===== src/rtl/io_pkg.sv =====
package io_pkg;

    // Data widths
    typedef logic [31:0] word_t;     // Processor data word
    typedef logic [31:0] addr_t;     // Byte address
    typedef logic [7:0]  byte_t;     // UART payload
    typedef logic [5:0]  led_t;      // LED bank

    // Baud generation, sized for fast simulation
    localparam int CLOCK_FREQ   = 25_000_000;
    localparam int BAUD_RATE    = 3_125_000;
    localparam int CLKS_PER_BIT = CLOCK_FREQ / BAUD_RATE;
    localparam int BAUD_CNT_W   = $clog2(CLKS_PER_BIT);

    typedef logic [BAUD_CNT_W-1:0] baud_cnt_t;   // Clocks within one bit

    localparam baud_cnt_t BIT_END = baud_cnt_t'(CLKS_PER_BIT - 1);     // Last clock of a bit
    localparam baud_cnt_t BIT_MID = baud_cnt_t'(CLKS_PER_BIT / 2 - 1); // Half a bit

    localparam int UART_FIFO_DEPTH = 8;

    // I/O memory map
    localparam addr_t ADDR_UART_CTRL = 32'h8000_0000;   // Status, read only
    localparam addr_t ADDR_UART_RX   = 32'h8000_0004;   // Read pops receive FIFO
    localparam addr_t ADDR_UART_TX   = 32'h8000_0008;   // Write pushes transmit FIFO
    localparam addr_t ADDR_CYCLE_CNT = 32'h8000_0010;
    localparam addr_t ADDR_INST_CNT  = 32'h8000_0014;
    localparam addr_t ADDR_CNT_CLEAR = 32'h8000_0018;   // Any write clears both counters
    localparam addr_t ADDR_LEDS      = 32'h8000_0030;

    typedef enum logic [1:0] {
        TX_IDLE,
        TX_START,
        TX_DATA,
        TX_STOP
    } tx_state_t;

    typedef enum logic [1:0] {
        RX_IDLE,
        RX_START,
        RX_DATA,
        RX_STOP
    } rx_state_t;

endpackage


===== src/rtl/io_subsystem.sv =====
`timescale 1ns/1ps

module io_subsystem
    import io_pkg::*;
(
    input  logic  clk,
    input  logic  rst_n,
    input  logic  req_valid,
    input  logic  req_write,
    input  addr_t req_addr,
    input  word_t req_wdata,
    input  logic  inst_retired,
    output logic  rsp_valid,
    output word_t rsp_rdata,
    input  logic  serial_in,
    output logic  serial_out,
    output led_t  leds
);
    // Transmit path
    logic  tx_push;
    byte_t tx_data;
    byte_t tx_head;
    logic  tx_full;
    logic  tx_empty;
    logic  tx_ready;
    wire   tx_valid = !tx_empty;
    wire   tx_pop   = tx_valid && tx_ready;    // Handshake with the transmitter

    // Receive path
    byte_t rx_byte;
    logic  rx_valid;
    logic  rx_full;
    logic  rx_empty;
    logic  rx_pop;
    byte_t rx_head;
    wire   rx_ready = !rx_full;
    wire   rx_push  = rx_valid && rx_ready;

    // Counters
    logic  cnt_clear;
    word_t cycle_count;
    word_t inst_count;

    mmio_port mmio_port (
        .clk          (clk),
        .rst_n        (rst_n),
        .req_valid    (req_valid),
        .req_write    (req_write),
        .req_addr     (req_addr),
        .req_wdata    (req_wdata),
        .tx_not_full  (!tx_full),      // From tx_fifo
        .rx_not_empty (!rx_empty),     // From rx_fifo
        .rx_head      (rx_head),       // From rx_fifo
        .cycle_count  (cycle_count),   // From perf_counters
        .inst_count   (inst_count),    // From perf_counters
        .tx_push      (tx_push),       // To tx_fifo
        .tx_data      (tx_data),       // To tx_fifo
        .rx_pop       (rx_pop),        // To rx_fifo
        .cnt_clear    (cnt_clear),     // To perf_counters
        .rsp_valid    (rsp_valid),
        .rsp_rdata    (rsp_rdata),
        .leds         (leds)
    );

    sync_fifo #(
        .DEPTH (UART_FIFO_DEPTH)
    ) tx_fifo (
        .clk       (clk),
        .rst_n     (rst_n),
        .push      (tx_push),
        .push_data (tx_data),
        .pop       (tx_pop),
        .head      (tx_head),          // To uart_tx
        .full      (tx_full),
        .empty     (tx_empty)
    );

    uart_tx uart_tx (
        .clk        (clk),
        .rst_n      (rst_n),
        .tx_data    (tx_head),
        .tx_valid   (tx_valid),
        .tx_ready   (tx_ready),
        .serial_out (serial_out)
    );

    uart_rx uart_rx (
        .clk       (clk),
        .rst_n     (rst_n),
        .serial_in (serial_in),
        .rx_ready  (rx_ready),
        .rx_data   (rx_byte),          // To rx_fifo
        .rx_valid  (rx_valid)
    );

    sync_fifo #(
        .DEPTH (UART_FIFO_DEPTH)
    ) rx_fifo (
        .clk       (clk),
        .rst_n     (rst_n),
        .push      (rx_push),
        .push_data (rx_byte),
        .pop       (rx_pop),
        .head      (rx_head),
        .full      (rx_full),
        .empty     (rx_empty)
    );

    perf_counters perf_counters (
        .clk          (clk),
        .rst_n        (rst_n),
        .cnt_clear    (cnt_clear),
        .inst_retired (inst_retired),
        .cycle_count  (cycle_count),
        .inst_count   (inst_count)
    );

endmodule


===== src/rtl/mmio_port.sv =====
`timescale 1ns/1ps

module mmio_port
    import io_pkg::*;
(
    input  logic  clk,
    input  logic  rst_n,
    input  logic  req_valid,
    input  logic  req_write,
    input  addr_t req_addr,
    input  word_t req_wdata,
    input  logic  tx_not_full,
    input  logic  rx_not_empty,
    input  byte_t rx_head,
    input  word_t cycle_count,
    input  word_t inst_count,
    output logic  tx_push,
    output byte_t tx_data,
    output logic  rx_pop,
    output logic  cnt_clear,
    output logic  rsp_valid,
    output word_t rsp_rdata,
    output led_t  leds
);
    logic  store;
    logic  load;
    word_t read_data;

    assign store = req_valid && req_write;
    assign load  = req_valid && !req_write;

    // Store side strobes, all acting at the end of the request cycle
    assign tx_push   = store && (req_addr == ADDR_UART_TX) && tx_not_full;  // Full drops it
    assign tx_data   = req_wdata[7:0];
    assign cnt_clear = store && (req_addr == ADDR_CNT_CLEAR);
    assign rx_pop    = load && (req_addr == ADDR_UART_RX) && rx_not_empty;

    always_ff @(posedge clk or negedge rst_n) begin
        if (!rst_n) begin
            leds <= '0;
        end else if (store && req_addr == ADDR_LEDS) begin
            leds <= req_wdata[5:0];
        end
    end

    // Load data as seen in the request cycle
    always_comb begin
        case (req_addr)
            ADDR_UART_CTRL: read_data = {30'b0, rx_not_empty, tx_not_full};
            ADDR_UART_RX:   read_data = {24'b0, rx_head};
            ADDR_CYCLE_CNT: read_data = cycle_count;
            ADDR_INST_CNT:  read_data = inst_count;
            default:        read_data = '0;    // Unmapped and write-only
        endcase
    end

    always_ff @(posedge clk or negedge rst_n) begin
        if (!rst_n) begin
            rsp_valid <= 1'b0;
        end else begin
            rsp_valid <= load;  // Answer one cycle after the address
        end
    end

    always_ff @(posedge clk) begin
        if (load) begin
            rsp_rdata <= read_data;
        end
    end

endmodule


===== src/rtl/perf_counters.sv =====
`timescale 1ns/1ps

module perf_counters
    import io_pkg::*;
(
    input  logic  clk,
    input  logic  rst_n,
    input  logic  cnt_clear,
    input  logic  inst_retired,
    output word_t cycle_count,
    output word_t inst_count
);

    always_ff @(posedge clk or negedge rst_n) begin
        if (!rst_n) begin
            cycle_count <= '0;
            inst_count  <= '0;
        end else if (cnt_clear) begin
            cycle_count <= '0;      // Clear wins over counting
            inst_count  <= '0;
        end else begin
            cycle_count <= cycle_count + 1'b1;
            if (inst_retired) begin
                inst_count <= inst_count + 1'b1;
            end
        end
    end

endmodule


===== src/rtl/sync_fifo.sv =====
`timescale 1ns/1ps

module sync_fifo
    import io_pkg::*;
#(
    parameter int DEPTH = 8
) (
    input  logic  clk,
    input  logic  rst_n,
    input  logic  push,
    input  byte_t push_data,
    input  logic  pop,
    output byte_t head,
    output logic  full,
    output logic  empty
);
    localparam int PTR_W = $clog2(DEPTH);

    byte_t            mem [DEPTH];
    logic [PTR_W-1:0] wr_ptr;
    logic [PTR_W-1:0] rd_ptr;
    logic [PTR_W:0]   count;    // One extra bit to tell full from empty

    // Callers gate push with full and pop with empty
    always_ff @(posedge clk or negedge rst_n) begin
        if (!rst_n) begin
            wr_ptr <= '0;
            rd_ptr <= '0;
            count  <= '0;
        end else begin
            if (push) begin
                wr_ptr <= wr_ptr + 1'b1;    // Wraps for power-of-two depth
            end
            if (pop) begin
                rd_ptr <= rd_ptr + 1'b1;
            end
            case ({push, pop})
                2'b10:   count <= count + 1'b1;
                2'b01:   count <= count - 1'b1;
                default: count <= count;    // Both or neither
            endcase
        end
    end

    always_ff @(posedge clk) begin
        if (push) begin
            mem[wr_ptr] <= push_data;
        end
    end

    assign head  = mem[rd_ptr];     // Oldest entry, valid when not empty
    assign full  = (count == (PTR_W + 1)'(DEPTH));
    assign empty = (count == '0);

endmodule


===== src/rtl/uart_rx.sv =====
`timescale 1ns/1ps

module uart_rx
    import io_pkg::*;
(
    input  logic  clk,
    input  logic  rst_n,
    input  logic  serial_in,
    input  logic  rx_ready,
    output byte_t rx_data,
    output logic  rx_valid
);
    logic [1:0] rx_sync;    // Two-flop synchroniser
    logic       rx_bit;
    rx_state_t  state;
    baud_cnt_t  bit_timer;
    logic [2:0] bit_idx;
    byte_t      shift_reg;
    logic       start_seen;
    logic       sample;

    assign rx_bit     = rx_sync[1];
    assign start_seen = (state == RX_IDLE) && !rx_bit;
    // Start bit counts half a bit, the rest count whole bits, so samples land mid-bit
    assign sample     = (state == RX_START) ? (bit_timer == BIT_MID) : (bit_timer == BIT_END);

    always_ff @(posedge clk or negedge rst_n) begin
        if (!rst_n) begin
            rx_sync   <= 2'b11;     // Line idles high
            state     <= RX_IDLE;
            bit_timer <= '0;
            bit_idx   <= '0;
            rx_valid  <= 1'b0;
        end else begin
            rx_sync <= {rx_sync[0], serial_in};
            if (state == RX_IDLE || sample) begin
                bit_timer <= '0;
            end else begin
                bit_timer <= bit_timer + 1'b1;
            end
            case (state)
                RX_IDLE: begin
                    if (!rx_bit) begin
                        state <= RX_START;
                    end
                end
                RX_START: begin
                    if (sample) begin
                        state   <= rx_bit ? RX_IDLE : RX_DATA;  // Glitch check
                        bit_idx <= '0;
                    end
                end
                RX_DATA: begin
                    if (sample) begin
                        bit_idx <= bit_idx + 1'b1;
                        if (bit_idx == 3'd7) begin
                            state <= RX_STOP;
                        end
                    end
                end
                RX_STOP: begin
                    if (sample) begin
                        state <= RX_IDLE;
                    end
                end
                default: state <= RX_IDLE;
            endcase
            if (state == RX_STOP && sample && rx_bit) begin
                rx_valid <= 1'b1;   // Good stop bit
            end else if ((rx_valid && rx_ready) || start_seen) begin
                rx_valid <= 1'b0;   // Taken, or lost to the next frame
            end
        end
    end

    always_ff @(posedge clk) begin
        if (state == RX_DATA && sample) begin
            shift_reg <= {rx_bit, shift_reg[7:1]};  // LSB arrives first
        end
    end

    assign rx_data = shift_reg;

endmodule


===== src/rtl/uart_tx.sv =====
`timescale 1ns/1ps

module uart_tx
    import io_pkg::*;
(
    input  logic  clk,
    input  logic  rst_n,
    input  byte_t tx_data,
    input  logic  tx_valid,
    output logic  tx_ready,
    output logic  serial_out
);
    tx_state_t  state;
    baud_cnt_t  bit_timer;
    logic [2:0] bit_idx;
    byte_t      shift_reg;
    logic       bit_done;

    assign bit_done = (bit_timer == BIT_END);
    assign tx_ready = (state == TX_IDLE);   // Takes a byte only between frames

    always_ff @(posedge clk or negedge rst_n) begin
        if (!rst_n) begin
            state     <= TX_IDLE;
            bit_timer <= '0;
            bit_idx   <= '0;
        end else begin
            if (state == TX_IDLE || bit_done) begin
                bit_timer <= '0;
            end else begin
                bit_timer <= bit_timer + 1'b1;
            end
            case (state)
                TX_IDLE: begin
                    if (tx_valid) begin
                        state <= TX_START;
                    end
                end
                TX_START: begin
                    if (bit_done) begin
                        state   <= TX_DATA;
                        bit_idx <= '0;
                    end
                end
                TX_DATA: begin
                    if (bit_done) begin
                        bit_idx <= bit_idx + 1'b1;
                        if (bit_idx == 3'd7) begin
                            state <= TX_STOP;   // All eight bits sent
                        end
                    end
                end
                TX_STOP: begin
                    if (bit_done) begin
                        state <= TX_IDLE;
                    end
                end
                default: state <= TX_IDLE;
            endcase
        end
    end

    // LSB goes out first
    always_ff @(posedge clk) begin
        if (tx_ready && tx_valid) begin
            shift_reg <= tx_data;
        end else if (state == TX_DATA && bit_done) begin
            shift_reg <= {1'b1, shift_reg[7:1]};
        end
    end

    always_comb begin
        case (state)
            TX_START: serial_out = 1'b0;
            TX_DATA:  serial_out = shift_reg[0];
            default:  serial_out = 1'b1;    // Idle and stop hold the line high
        endcase
    end

endmodule


===== config.mk =====
export PLATFORM = sky130hd
export DESIGN_NAME = io_subsystem
export DESIGN_NICKNAME = d
export VERILOG_FILES = /design/src/rtl/io_pkg.sv /design/src/rtl/io_subsystem.sv /design/src/rtl/mmio_port.sv /design/src/rtl/perf_counters.sv /design/src/rtl/sync_fifo.sv /design/src/rtl/uart_rx.sv /design/src/rtl/uart_tx.sv
export SDC_FILE = /design/constraint.sdc
export NUM_CORES = 1
export LEC_CHECK = 0
export ABC_AREA = 1
export BUFFER_PORTS_ARGS = -buffer_cell sky130_fd_sc_hd__buf_2
export CAP_MARGIN = 10
export CORE_ASPECT_RATIO = 0.7
export CORE_MARGIN = 1.5
export CORE_UTILIZATION = 45
export CTS_BUF_LIST = sky130_fd_sc_hd__clkbuf_2
export DETAILED_ROUTE_END_ITERATION = 8
export GPL_ROUTABILITY_DRIVEN = 0
export PLACE_DENSITY_LB_ADDON = 0.15
export SETUP_SLACK_MARGIN = 0.3
export SYNTH_ARGS = -nofsm -noshare
export SYNTH_HDL_FRONTEND = slang
export SYNTH_HIERARCHICAL = 1
export SYNTH_SLANG_ARGS = --single-unit

===== constraint.sdc =====
create_clock -name clk -period 2 [get_ports clk]
set_input_delay 0.4 -clock clk [delete_from_list [all_inputs] [get_ports clk]]
set_output_delay 0.4 -clock clk [all_outputs]
set_load 0.05 [all_outputs]

# Yosys cells after proc, flatten, opt, wreduce, memory -nomap -nowiden

Memory sizes are Yosys's and may differ from the RTL's.
Index checks and enable logic that the tools add are counted.
W data, S select, Z words.

Memories: 2
Bits of input ports: 70
Bits in writable memories: 128
Output and inout bits: 40
Word-level logic and storage cells: 147
Flip-flop bits (word level): 158

Memories:

| memory      | depth | width | rd ports | clocked after memory_dff | wr ports | line            | text |
|---|---|---|---|---|---|---|---|
| rx_fifo.mem | 8     | 8     | 1        | 0                        | 1        | sync_fifo.sv:19 | `byte_t mem [DEPTH];` |
| tx_fifo.mem | 8     | 8     | 1        | 0                        | 1        | sync_fifo.sv:19 |  |

Reduce and logical (&&, ||, !) cells: 39
Multiplexer cells: 37
Eq/ne operators: 34
Add/sub/neg operators: 14

Operators with widths:

| kind                    | count |
|---|---|
| $eq A32 B32 Y1 const B  | 7 |
| $pmux W32 S4            | 1 |
| $mux W32                | 3 |
| $add A32 B1 Y32 const B | 2 |
| $add A3 B1 Y3 const B   | 8 |
| $mux W2                 | 11 |
| $mux W3                 | 6 |
| $mux W8                 | 2 |
| $ne A2 B1 Y1 const B    | 8 |
| $pmux W2 S4             | 2 |
| $pmux W4 S2             | 2 |
| $logic_and A1 B1 Y1     | 15 |
| $reduce_bool A2 Y1      | 7 |
| $eq A2 B2 Y1 const B    | 6 |
| $eq A3 B3 Y1 const B    | 4 |
| $pmux W3 S2             | 2 |
| $reduce_and A5 Y1       | 2 |
| $add A4 B1 Y4 const B   | 2 |
| $eq A2 B1 Y1 const B    | 4 |
| $eq A4 B4 Y1 const B    | 2 |
| $logic_not A4 Y1        | 2 |
| $sub A4 B1 Y4 const B   | 2 |
| $mux W1                 | 7 |
| $logic_not A1 Y1        | 6 |
| other kinds (6)         | 11 |

# Depth between registers and ports, before layout

Gate-level depths: netlist of run 1.

Depth in word-level cells: 6
Depth in mapped cells: 19
Depth with buffers taken out: 17

# By module

Netlist of run 1, hierarchy kept.

Modules (own cells, without submodules):

| module        | sequential area each (um^2) | cells an instance | instances | area each (um^2) |
|---|---|---|---|---|
| sync_fifo     | 2172.1                      | 256               | 2         | 3039.2 |
| perf_counters | 1601.5                      | 524               | 1         | 3629.7 |
| mmio_port     | 1136.1                      | 275               | 1         | 2179.6 |
| uart_tx       | 440.4                       | 96                | 1         | 879.6 |
| uart_rx       | 518.0                       | 78                | 1         | 829.5 |
| io_subsystem  | 0.0                         | 8                 | 1         | 35.0 |

# Least setup slack after synthesis of run 1

No wires, ideal clock.

Path kind: input to register
Start: input req_valid
End: register rx_fifo.count[2]
Path slack: -1.331 ns
Buffers on the path: 0
Stages: 12
Arrival: 3.202 ns
Library setup time: 0.129 ns
Data required time: 1.871 ns
Cell sequence: inv_1 -> nor2_1 -> nand2_1 -> nor2_1 -> ha_1 -> nand2_1 -> inv_1 -> nor2_1 -> ha_1 -> a21oi_1 -> xor2_1 -> o21ai_0

Word-level cells in the longest chain between the ends: 5
Elaborated cells on any way between the ends: 7
Classes of those cells: eq/ne (2); mux (1); reduce/logical (4)

Ends and longest elaborated chain:

| element                                                  | line               | text |
|---|---|---|
| from (decl)                                              | io_subsystem.sv:8  | `input logic req_valid,` |
| $logic_and A1 B1 Y1 (*)                                  | mmio_port.sv:30    | `assign load = req_valid && !req_write;` |
| net mmio_port.load                                       | mmio_port.sv:26    | `logic load;` |
| $logic_and A1 B1 Y1 (*) (2 in series)                    | mmio_port.sv:36    | `assign rx_pop = load && (req_addr == ADDR_UART_RX) && rx_not_empty;` |
| net rx_pop                                               | io_subsystem.sv:34 | `logic rx_pop;` |
| $eq A2 B1 Y1 / $eq A2 B2 Y1 (equally long branches)      | sync_fifo.sv:37    | `case ({push, pop})` |
| $pmux W4 S2 / $reduce_bool A2 Y1 (equally long branches) | --                 |  |
| to (signal assigned)                                     | sync_fifo.sv:38    | `2'b10: count <= count + 1'b1;` |
| to (signal assigned)                                     | sync_fifo.sv:39    | `2'b01: count <= count - 1'b1;` |
| to (signal assigned)                                     | sync_fifo.sv:40    | `default: count <= count;` |
| to (decl)                                                | sync_fifo.sv:22    | `logic [PTR_W:0] count;` |

The timed path passes the listed nets; every way through them passes the cells marked *.
A chain may end at the register's enable or synchronous reset.

# Worst setup path in the final report of run 1

Start: register uart_tx.state[0]
End: output serial_out

Word-level cells in the longest chain between the ends: 2
Elaborated cells on any way between the ends: 3
Classes of those cells: eq/ne (2); mux (1)

Ends and longest elaborated chain:

| element                                             | line               | text |
|---|---|---|
| from (decl)                                         | uart_tx.sv:13      | `tx_state_t state;` |
| from (signal assigned)                              | uart_tx.sv:24      | `state <= TX_IDLE;` |
| from (signal assigned)                              | uart_tx.sv:36      | `state <= TX_START;` |
| from (signal assigned)                              | uart_tx.sv:41      | `state <= TX_DATA;` |
| $eq A2 B2 Y1 / $eq A2 B1 Y1 (equally long branches) | uart_tx.sv:73      | `case (state)` |
| $pmux W1 S2 (*)                                     | uart_tx.sv:73      |  |
| to (decl)                                           | io_subsystem.sv:16 | `output logic serial_out,` |

Every way passes the cells marked *; elsewhere a longest branch is shown, timed or not.

==> impl_metrics.yaml, run 1 <==
worst_setup_path:
  crit_fanout: 3
  start_kind: "register"
  critPathLaunch: "uart_tx/state[0]"
  reg2reg_from: "rx_fifo/count[2]"
  worstPathArrival_ns: 1.90
  setup.worst_path.end_class: "primary output"
  required_ns: 1.60
  timing.rr.end: "rx_fifo/count[2]"
  r2r_setup_slk_ns: 0.02
  timing.setup.critical_path_class: "register to primary output"
  worst_r2r_path_depth: 14
  worstSetupEndpoint: "serial_out"
clock_network:
  cts.root.buffer_cell: "clkbuf_2"
  cts_tree: "built"
  clk-insertion-delay-late_ns: 0.87
  clock_pin_slew_worst_setup_and_hold_paths_ns: 0.10
  cts_made_buffers: 71
  clock_tree.buffer_depth: 3
  cts.htree.levels: 3
  cts_sinks: 286
pwr:
  report.power.total_w: 0.0120
  static-leakage-power_nw: 7.42
  peakVddDrop_uv: 382
  power_per_cell_area_nw_per_um2: 705
global_routing:
  grt_pass1_vias: 10187
  global_route_usage_over_all_layers: 0.225
  grt_pass1_wl_mm: 54.8
  overflow_left_after_global_routing: 0
  grt_start_max_net_pins: 63
  grt_antenna_before_repair: 1
die:
  height_of_the_die_um: 149
  chipWidth_um: 211
  die_area_um2: 31400
  floorplan.initialDensity: 0.456
  core_region_area_um2: 29900
  ios: 110
  rows: 53
logic_synthesis:
  post_synth_inst_count: 1493
  synth_top_cells_by_area: "edfxtp_1 (39%), dfrtp_1 (20%), nand2_1 (11%)"
  fraction_of_post_synthesis_cell_area_in_the_top_cell_type_by_area: 0.388
  postSynthRegisterBits: 286
  synth_area_per_cell_um2: 9.13
  edff_count_synth: 176
  post_synth_instance_area_um2: 13600
  yosys.area.top_type: "edfxtp_1"
  synth_fp_nets: 1587
  synth_top_cells_by_count: "nand2_1 (409), nor2_1 (236), edfxtp_1 (176), inv_1 (142), dfrtp_1 (108)"
  synth_async_sr_flop_share: 0.385
  synth-warning-count: 6
  yosys.cell_count.top_type: "nand2_1"
  fraction_of_the_yosys_area_taken_by_sequential_cells: 0.590
  top_ff_cell_synth: "edfxtp_1"
  synth.distinct_cells: 40
timing:
  worst_slew_margin_rel: 0.684
  final.setup_skew_ns: 0.0645
  clock.fmax_ghz: 0.436
  finalSetupTns_ns: -0.296
  final.setup.worst_slack_ns: -0.296
  worst_slew_pin_slew_ns: 0.473
  final_max_slew_viol_count: 0
  final-hold-violation-count: 0
  finalHoldWorstSlack_ns: 0.0863
  setup_viol: 1
  grt_setup_unrepaired: "true"
  post-route-period-util: 1.15
  post-route-min-period_ns: 2.30
drt:
  avgViaCountPerCell: 4.95
  post-route-drc-count: 0
  detail_route.first_pass.iterations: 5
  wl_mm: 34.8
  antenna_violating_nets_left: 0
  vias: 10906
  wl_per_instance_um: 15.8
  first_iter_violations: 849
status:
  status: "complete, but fails checks"
  violations: "setup timing"
finish:
  final_net_count: 1825
  fin_area_um2: 17000
  reg.largest.list: "rx_fifo/mem: 64 flops, tx_fifo/mem: 64 flops"
  fillers: 2706
  drive_above_1_share: 0.258
  post_layout_nonfiller_instances: 2203
  flow.area_growth_from_synthesis_pct: 24.9
placed_design:
  numPlacedInstances: 2006
  place_area_um2: 15000
  place_hpwl_mm: 23.3
  place.port_buffers: 85
hold_path:
  min_path_type: "primary input to async pin"
flow_run:
  max_cap_viol_count: 0
per-stage QoR:
step / setup WS [ns] / utilization
floorplan: -0.213 / -
global placement: -0.325 / 0.502
detailed placement: -0.340 / 0.502
CTS: -0.394 / 0.555
global route: -0.419 / 0.569
finish: -0.296 / 0.569
area by class of cell:
class / count / area, µm² / area share
clock inverters: 28 / 143 / 0.00838
clock buffers: 103 / 515 / 0.0303
well taps: 412 / 515 / 0.0303
multi-input cells: 1012 / 5280 / 0.310
repair buffers: 208 / 1910 / 0.112
diodes: 2 / 5.00 / 0.000294
inverters: 152 / 599 / 0.0352
flip-flops and latches: 286 / 8050 / 0.473
power breakdown:
part	internal (W)	leakage [nW]	switching (W)
Sequential	0.00643	2.96	0.000246
Clock	0.00153	0.497	0.00242
Combinational	0.000585	3.96	0.000790
Total	0.00854	7.42	0.00345
layer usage:
layer  GRT usage  vias up  share of wire
met3      0.0427       37          0.064
met4      0.0639        0          0.012
met5           0        -              0
met1       0.357     5161           0.50
met2       0.310      301           0.43
li1            -     5407              -
cell usage in the layout, fill, tap and decap left out, drive strengths merged:
| master | count |
|---|---|
| a21oi | 31 |
| buf | 196 |
| o22ai | 32 |
| nand3b | 3 |
| diode | 2 |
| nand2 | 422 |
| edfxtp | 176 |
| dfrtp | 108 |
| clkinvlp | 3 |
| nand3 | 76 |
| bufinv | 1 |
| or2 | 3 |
| dlygate4sd3 | 12 |
| xor2 | 11 |
| ha | 24 |
| inv | 154 |
| a21o | 3 |
| dfstp | 2 |
| o211ai | 1 |
| o21bai | 3 |
| xnor2 | 4 |
| nor2 | 255 |
| nand4 | 3 |
| clkinv | 22 |
| and2 | 4 |
| clkbuf | 103 |
| nor3b | 4 |
| o21ai | 114 |
| a211oi | 1 |
| o21a | 2 |
| nor3 | 14 |
| nor4 | 2 |
how the worst min path moves through the flow:
stage | depth (start not counted) | to | from | slack, ns
6_report | 3 | perf_counters/inst_count[17] | rst_n | 0.09
2_1_floorplan | 0 | mmio_port/leds[0] | rst_n | 0.10
3_5_place_dp | 0 | uart_rx/rx_sync[1] | uart_rx/rx_sync[0] | 0.36
3_3_place_gp | 0 | uart_rx/rx_sync[1] | uart_rx/rx_sync[0] | 0.36
4_1_cts | 3 | perf_counters/inst_count[17] | rst_n | 0.007
5_1_grt | 3 | perf_counters/inst_count[17] | rst_n | 0.02
what timing repair did:
item                                    CTS  global route
hold endpoints to repair                187             0
pin swaps                                28            33
hold buffers                             12             0
setup buffers                            35            17
gates resized for setup                 132            81
endpoints found under the setup margin  187           212
logic make-up after synthesis:
family	after synthesis	synth area share
AO/OA/AOI/OAI	187	0.0737
XOR/XNOR	15	0.00964
buffers and inverters	195	0.0624
adder cells (fa/ha/maj)	24	0.0220
flip-flops	286	0.590
AND/OR/NAND/NOR	786	0.242
critical path: stages (launching register included):
cell	delay, ns
dfrtp_1	0.42
buf_6	0.13
ha_4	0.17
o21ai_4	0.14
buf_6	0.17
No activity file was read; power rests on OpenSTA's default activity.
==> run 2: changes to the inputs <==
--- a/config.mk
+++ b/config.mk
@@ -10,7 +10,7 @@
 export CAP_MARGIN = 10
 export CORE_ASPECT_RATIO = 0.7
 export CORE_MARGIN = 1.5
-export CORE_UTILIZATION = 45
+export CORE_UTILIZATION = 56
 export CTS_BUF_LIST = sky130_fd_sc_hd__clkbuf_2
 export DETAILED_ROUTE_END_ITERATION = 8
 export GPL_ROUTABILITY_DRIVEN = 0
==> impl_metrics.yaml, run 2 (synthesis results as in run 1) <==
timing:
  final-hold-violation-count: 0
  post-route-period-util: 1.18
  finalSetupTns_ns: -0.388
  clock.fmax_ghz: 0.423
  setup_viol: 3
  worst_slew_pin_slew_ns: 0.875
  final.setup_skew_ns: 0.0623
  worst_slew_margin_rel: 0.415
  grt_setup_unrepaired: "true"
  final_max_slew_viol_count: 0
  finalHoldWorstSlack_ns: 0.0825
  post-route-min-period_ns: 2.36
  final.setup.worst_slack_ns: -0.364
finish:
  fillers: 1765
  flow.area_growth_from_synthesis_pct: 24.7
  finalCoreUtilization: 0.715
  reg.largest.list: "rx_fifo/mem: 64 flops, tx_fifo/mem: 64 flops"
  fin_area_um2: 17000
  leading_cell_type_in_the_layout_fill_and_taps_excluded: "nand2_1"
  drive_above_1_share: 0.261
  register_area_um2: 8050
  mostFrequentLayoutCells: "nand2_1 (390), nor2_1 (206), edfxtp_1 (176), inv_1 (127)"
  final_net_count: 1831
  multi_input_area_um2: 5330
worst_setup_path:
  number_of_stages_on_the_worst_setup_path: 6
  cp.buffers_inverters: 4
  required_ns: 1.60
  timing.setup.critical_path_class: "register to primary output"
  crit_fanout: 3
  reg2reg_from: "tx_fifo/count[3]"
  timing.critical_path.max_delay_family: "buffers and inverters"
  timing.rr.end: "tx_fifo/count[2]"
  r2r_setup_slk_ns: -0.02
  timing.critical_path.mode_cell: "buf_6"
  start_kind: "register"
  critical_path_cell_list: "inv_2 -> buf_6 -> ha_4 -> buf_6 -> o21ai_4 -> buf_6"
  worst_r2r_path_depth: 11
  critical_path.slowest_cell: "dfrtp_1"
  critical_path.max_stage_delay_ns: 0.40
  setup.worst_path.end_class: "primary output"
  worstPathArrival_ns: 1.96
status:
  violations: "setup timing"
  status: "complete, but fails checks"
clock_network:
  cts_made_buffers: 68
  cts_sinks: 286
  clock_tree.buffer_depth: 3
  clk-insertion-delay-late_ns: 0.87
  cts.htree.levels: 3
  clock_pin_slew_worst_setup_and_hold_paths_ns: 0.11
  cts_tree: "built"
  cts.root.buffer_cell: "clkbuf_2"
drt:
  antenna_violating_nets_left: 0
  post-route-drc-count: 0
  avgViaCountPerCell: 5.37
  first_iter_violations: 985
  vias: 11318
  detail_route.first_pass.iterations: 5
  wl_per_instance_um: 16.6
  wl_mm: 35.0
die:
  core_region_area_um2: 23800
  chipWidth_um: 189
  rows: 47
  die_area_um2: 25300
  ios: 110
  height_of_the_die_um: 134
  floorplan.initialDensity: 0.574
global_routing:
  global_route_usage_over_all_layers: 0.278
  grt_antenna_before_repair: 1
  grt_start_max_net_pins: 49
  grt_pass1_wl_mm: 54.8
  grt_pass1_vias: 10676
  overflow_left_after_global_routing: 0
pwr:
  peakVddDrop_uv: 516
  static-leakage-power_nw: 7.50
  power_per_cell_area_nw_per_um2: 696
placed_design:
  place_area_um2: 15000
  place.port_buffers: 85
  dp_slack_ns: -0.389
  place_hpwl_mm: 22.8
flow_run:
  max_cap_viol_count: 0
hold_path:
  min_path_type: "primary input to async pin"
-- run 2: cell types whose count changed in the layout (fill, tap and decap cells not counted), sizes merged --
cell      change
buf           +9
clkbuf        -3
clkinv        -6
clkinvlp      -3
diode         -1
inv           +2
-- run 2: cell type report --
cell class / count / area share
timing repair buffer: 217 / 0.119
tap: 318 / 0.0234
sequential: 286 / 0.474
clock inverter: 21 / 0.00633
clock buffer: 100 / 0.0294
multi-input combinational: 1012 / 0.313
inverter: 152 / 0.0350
antenna: 1 / 0.000147
-- run 2: worst min-delay path, cell delays in order --
cell and delay [ns]:
dlygate4sd3_1 0.52, buf_4 0.17, buf_12 0.25
-- run 2: report_power, final --
group          switching [W]  internal, W  total, W
registers           0.000241      0.00643   0.00668
clock network        0.00232      0.00146   0.00379
logic               0.000819     0.000541   0.00136
-- run 2: worst max path at each step --
stage                          start                to  slack (ns)
finish              uart_tx/state[0]        serial_out       -0.36
global route        uart_tx/state[0]        serial_out       -0.50
CTS                 uart_tx/state[0]        serial_out       -0.47
detailed placement       req_addr[1]  rx_fifo/count[2]       -0.39
global placement         req_addr[3]  rx_fifo/count[2]       -0.30
floorplan               req_addr[23]  tx_fifo/count[2]       -0.21
-- run 2: per-layer routing --
layer,vias to the layer above,global-route usage,wire [µm]
li1,5426,-,-
met1,5358,0.420,16100
met2,477,0.404,15500
met3,57,0.0537,2780
met4,0,0.0917,645
met5,-,0,0
-- run 2: stage by stage --
stage,power (W),cells
after floorplan,0.00746,1493
after global placement,0.00779,1915
after detailed placement,0.00783,1915
after CTS,0.0118,2079
after global routing,0.0124,2107
final,0.0118,2107
-- run 2: what timing repair did --
item / 4_1_cts / 5_1_grt
endpoints found under the hold margin: 185 / 0
hold buffers: 12 / 0
gates resized for setup: 148 / 85
pin swaps: 30 / 48
setup buffers: 31 / 27
setup endpoints to repair: 188 / 211
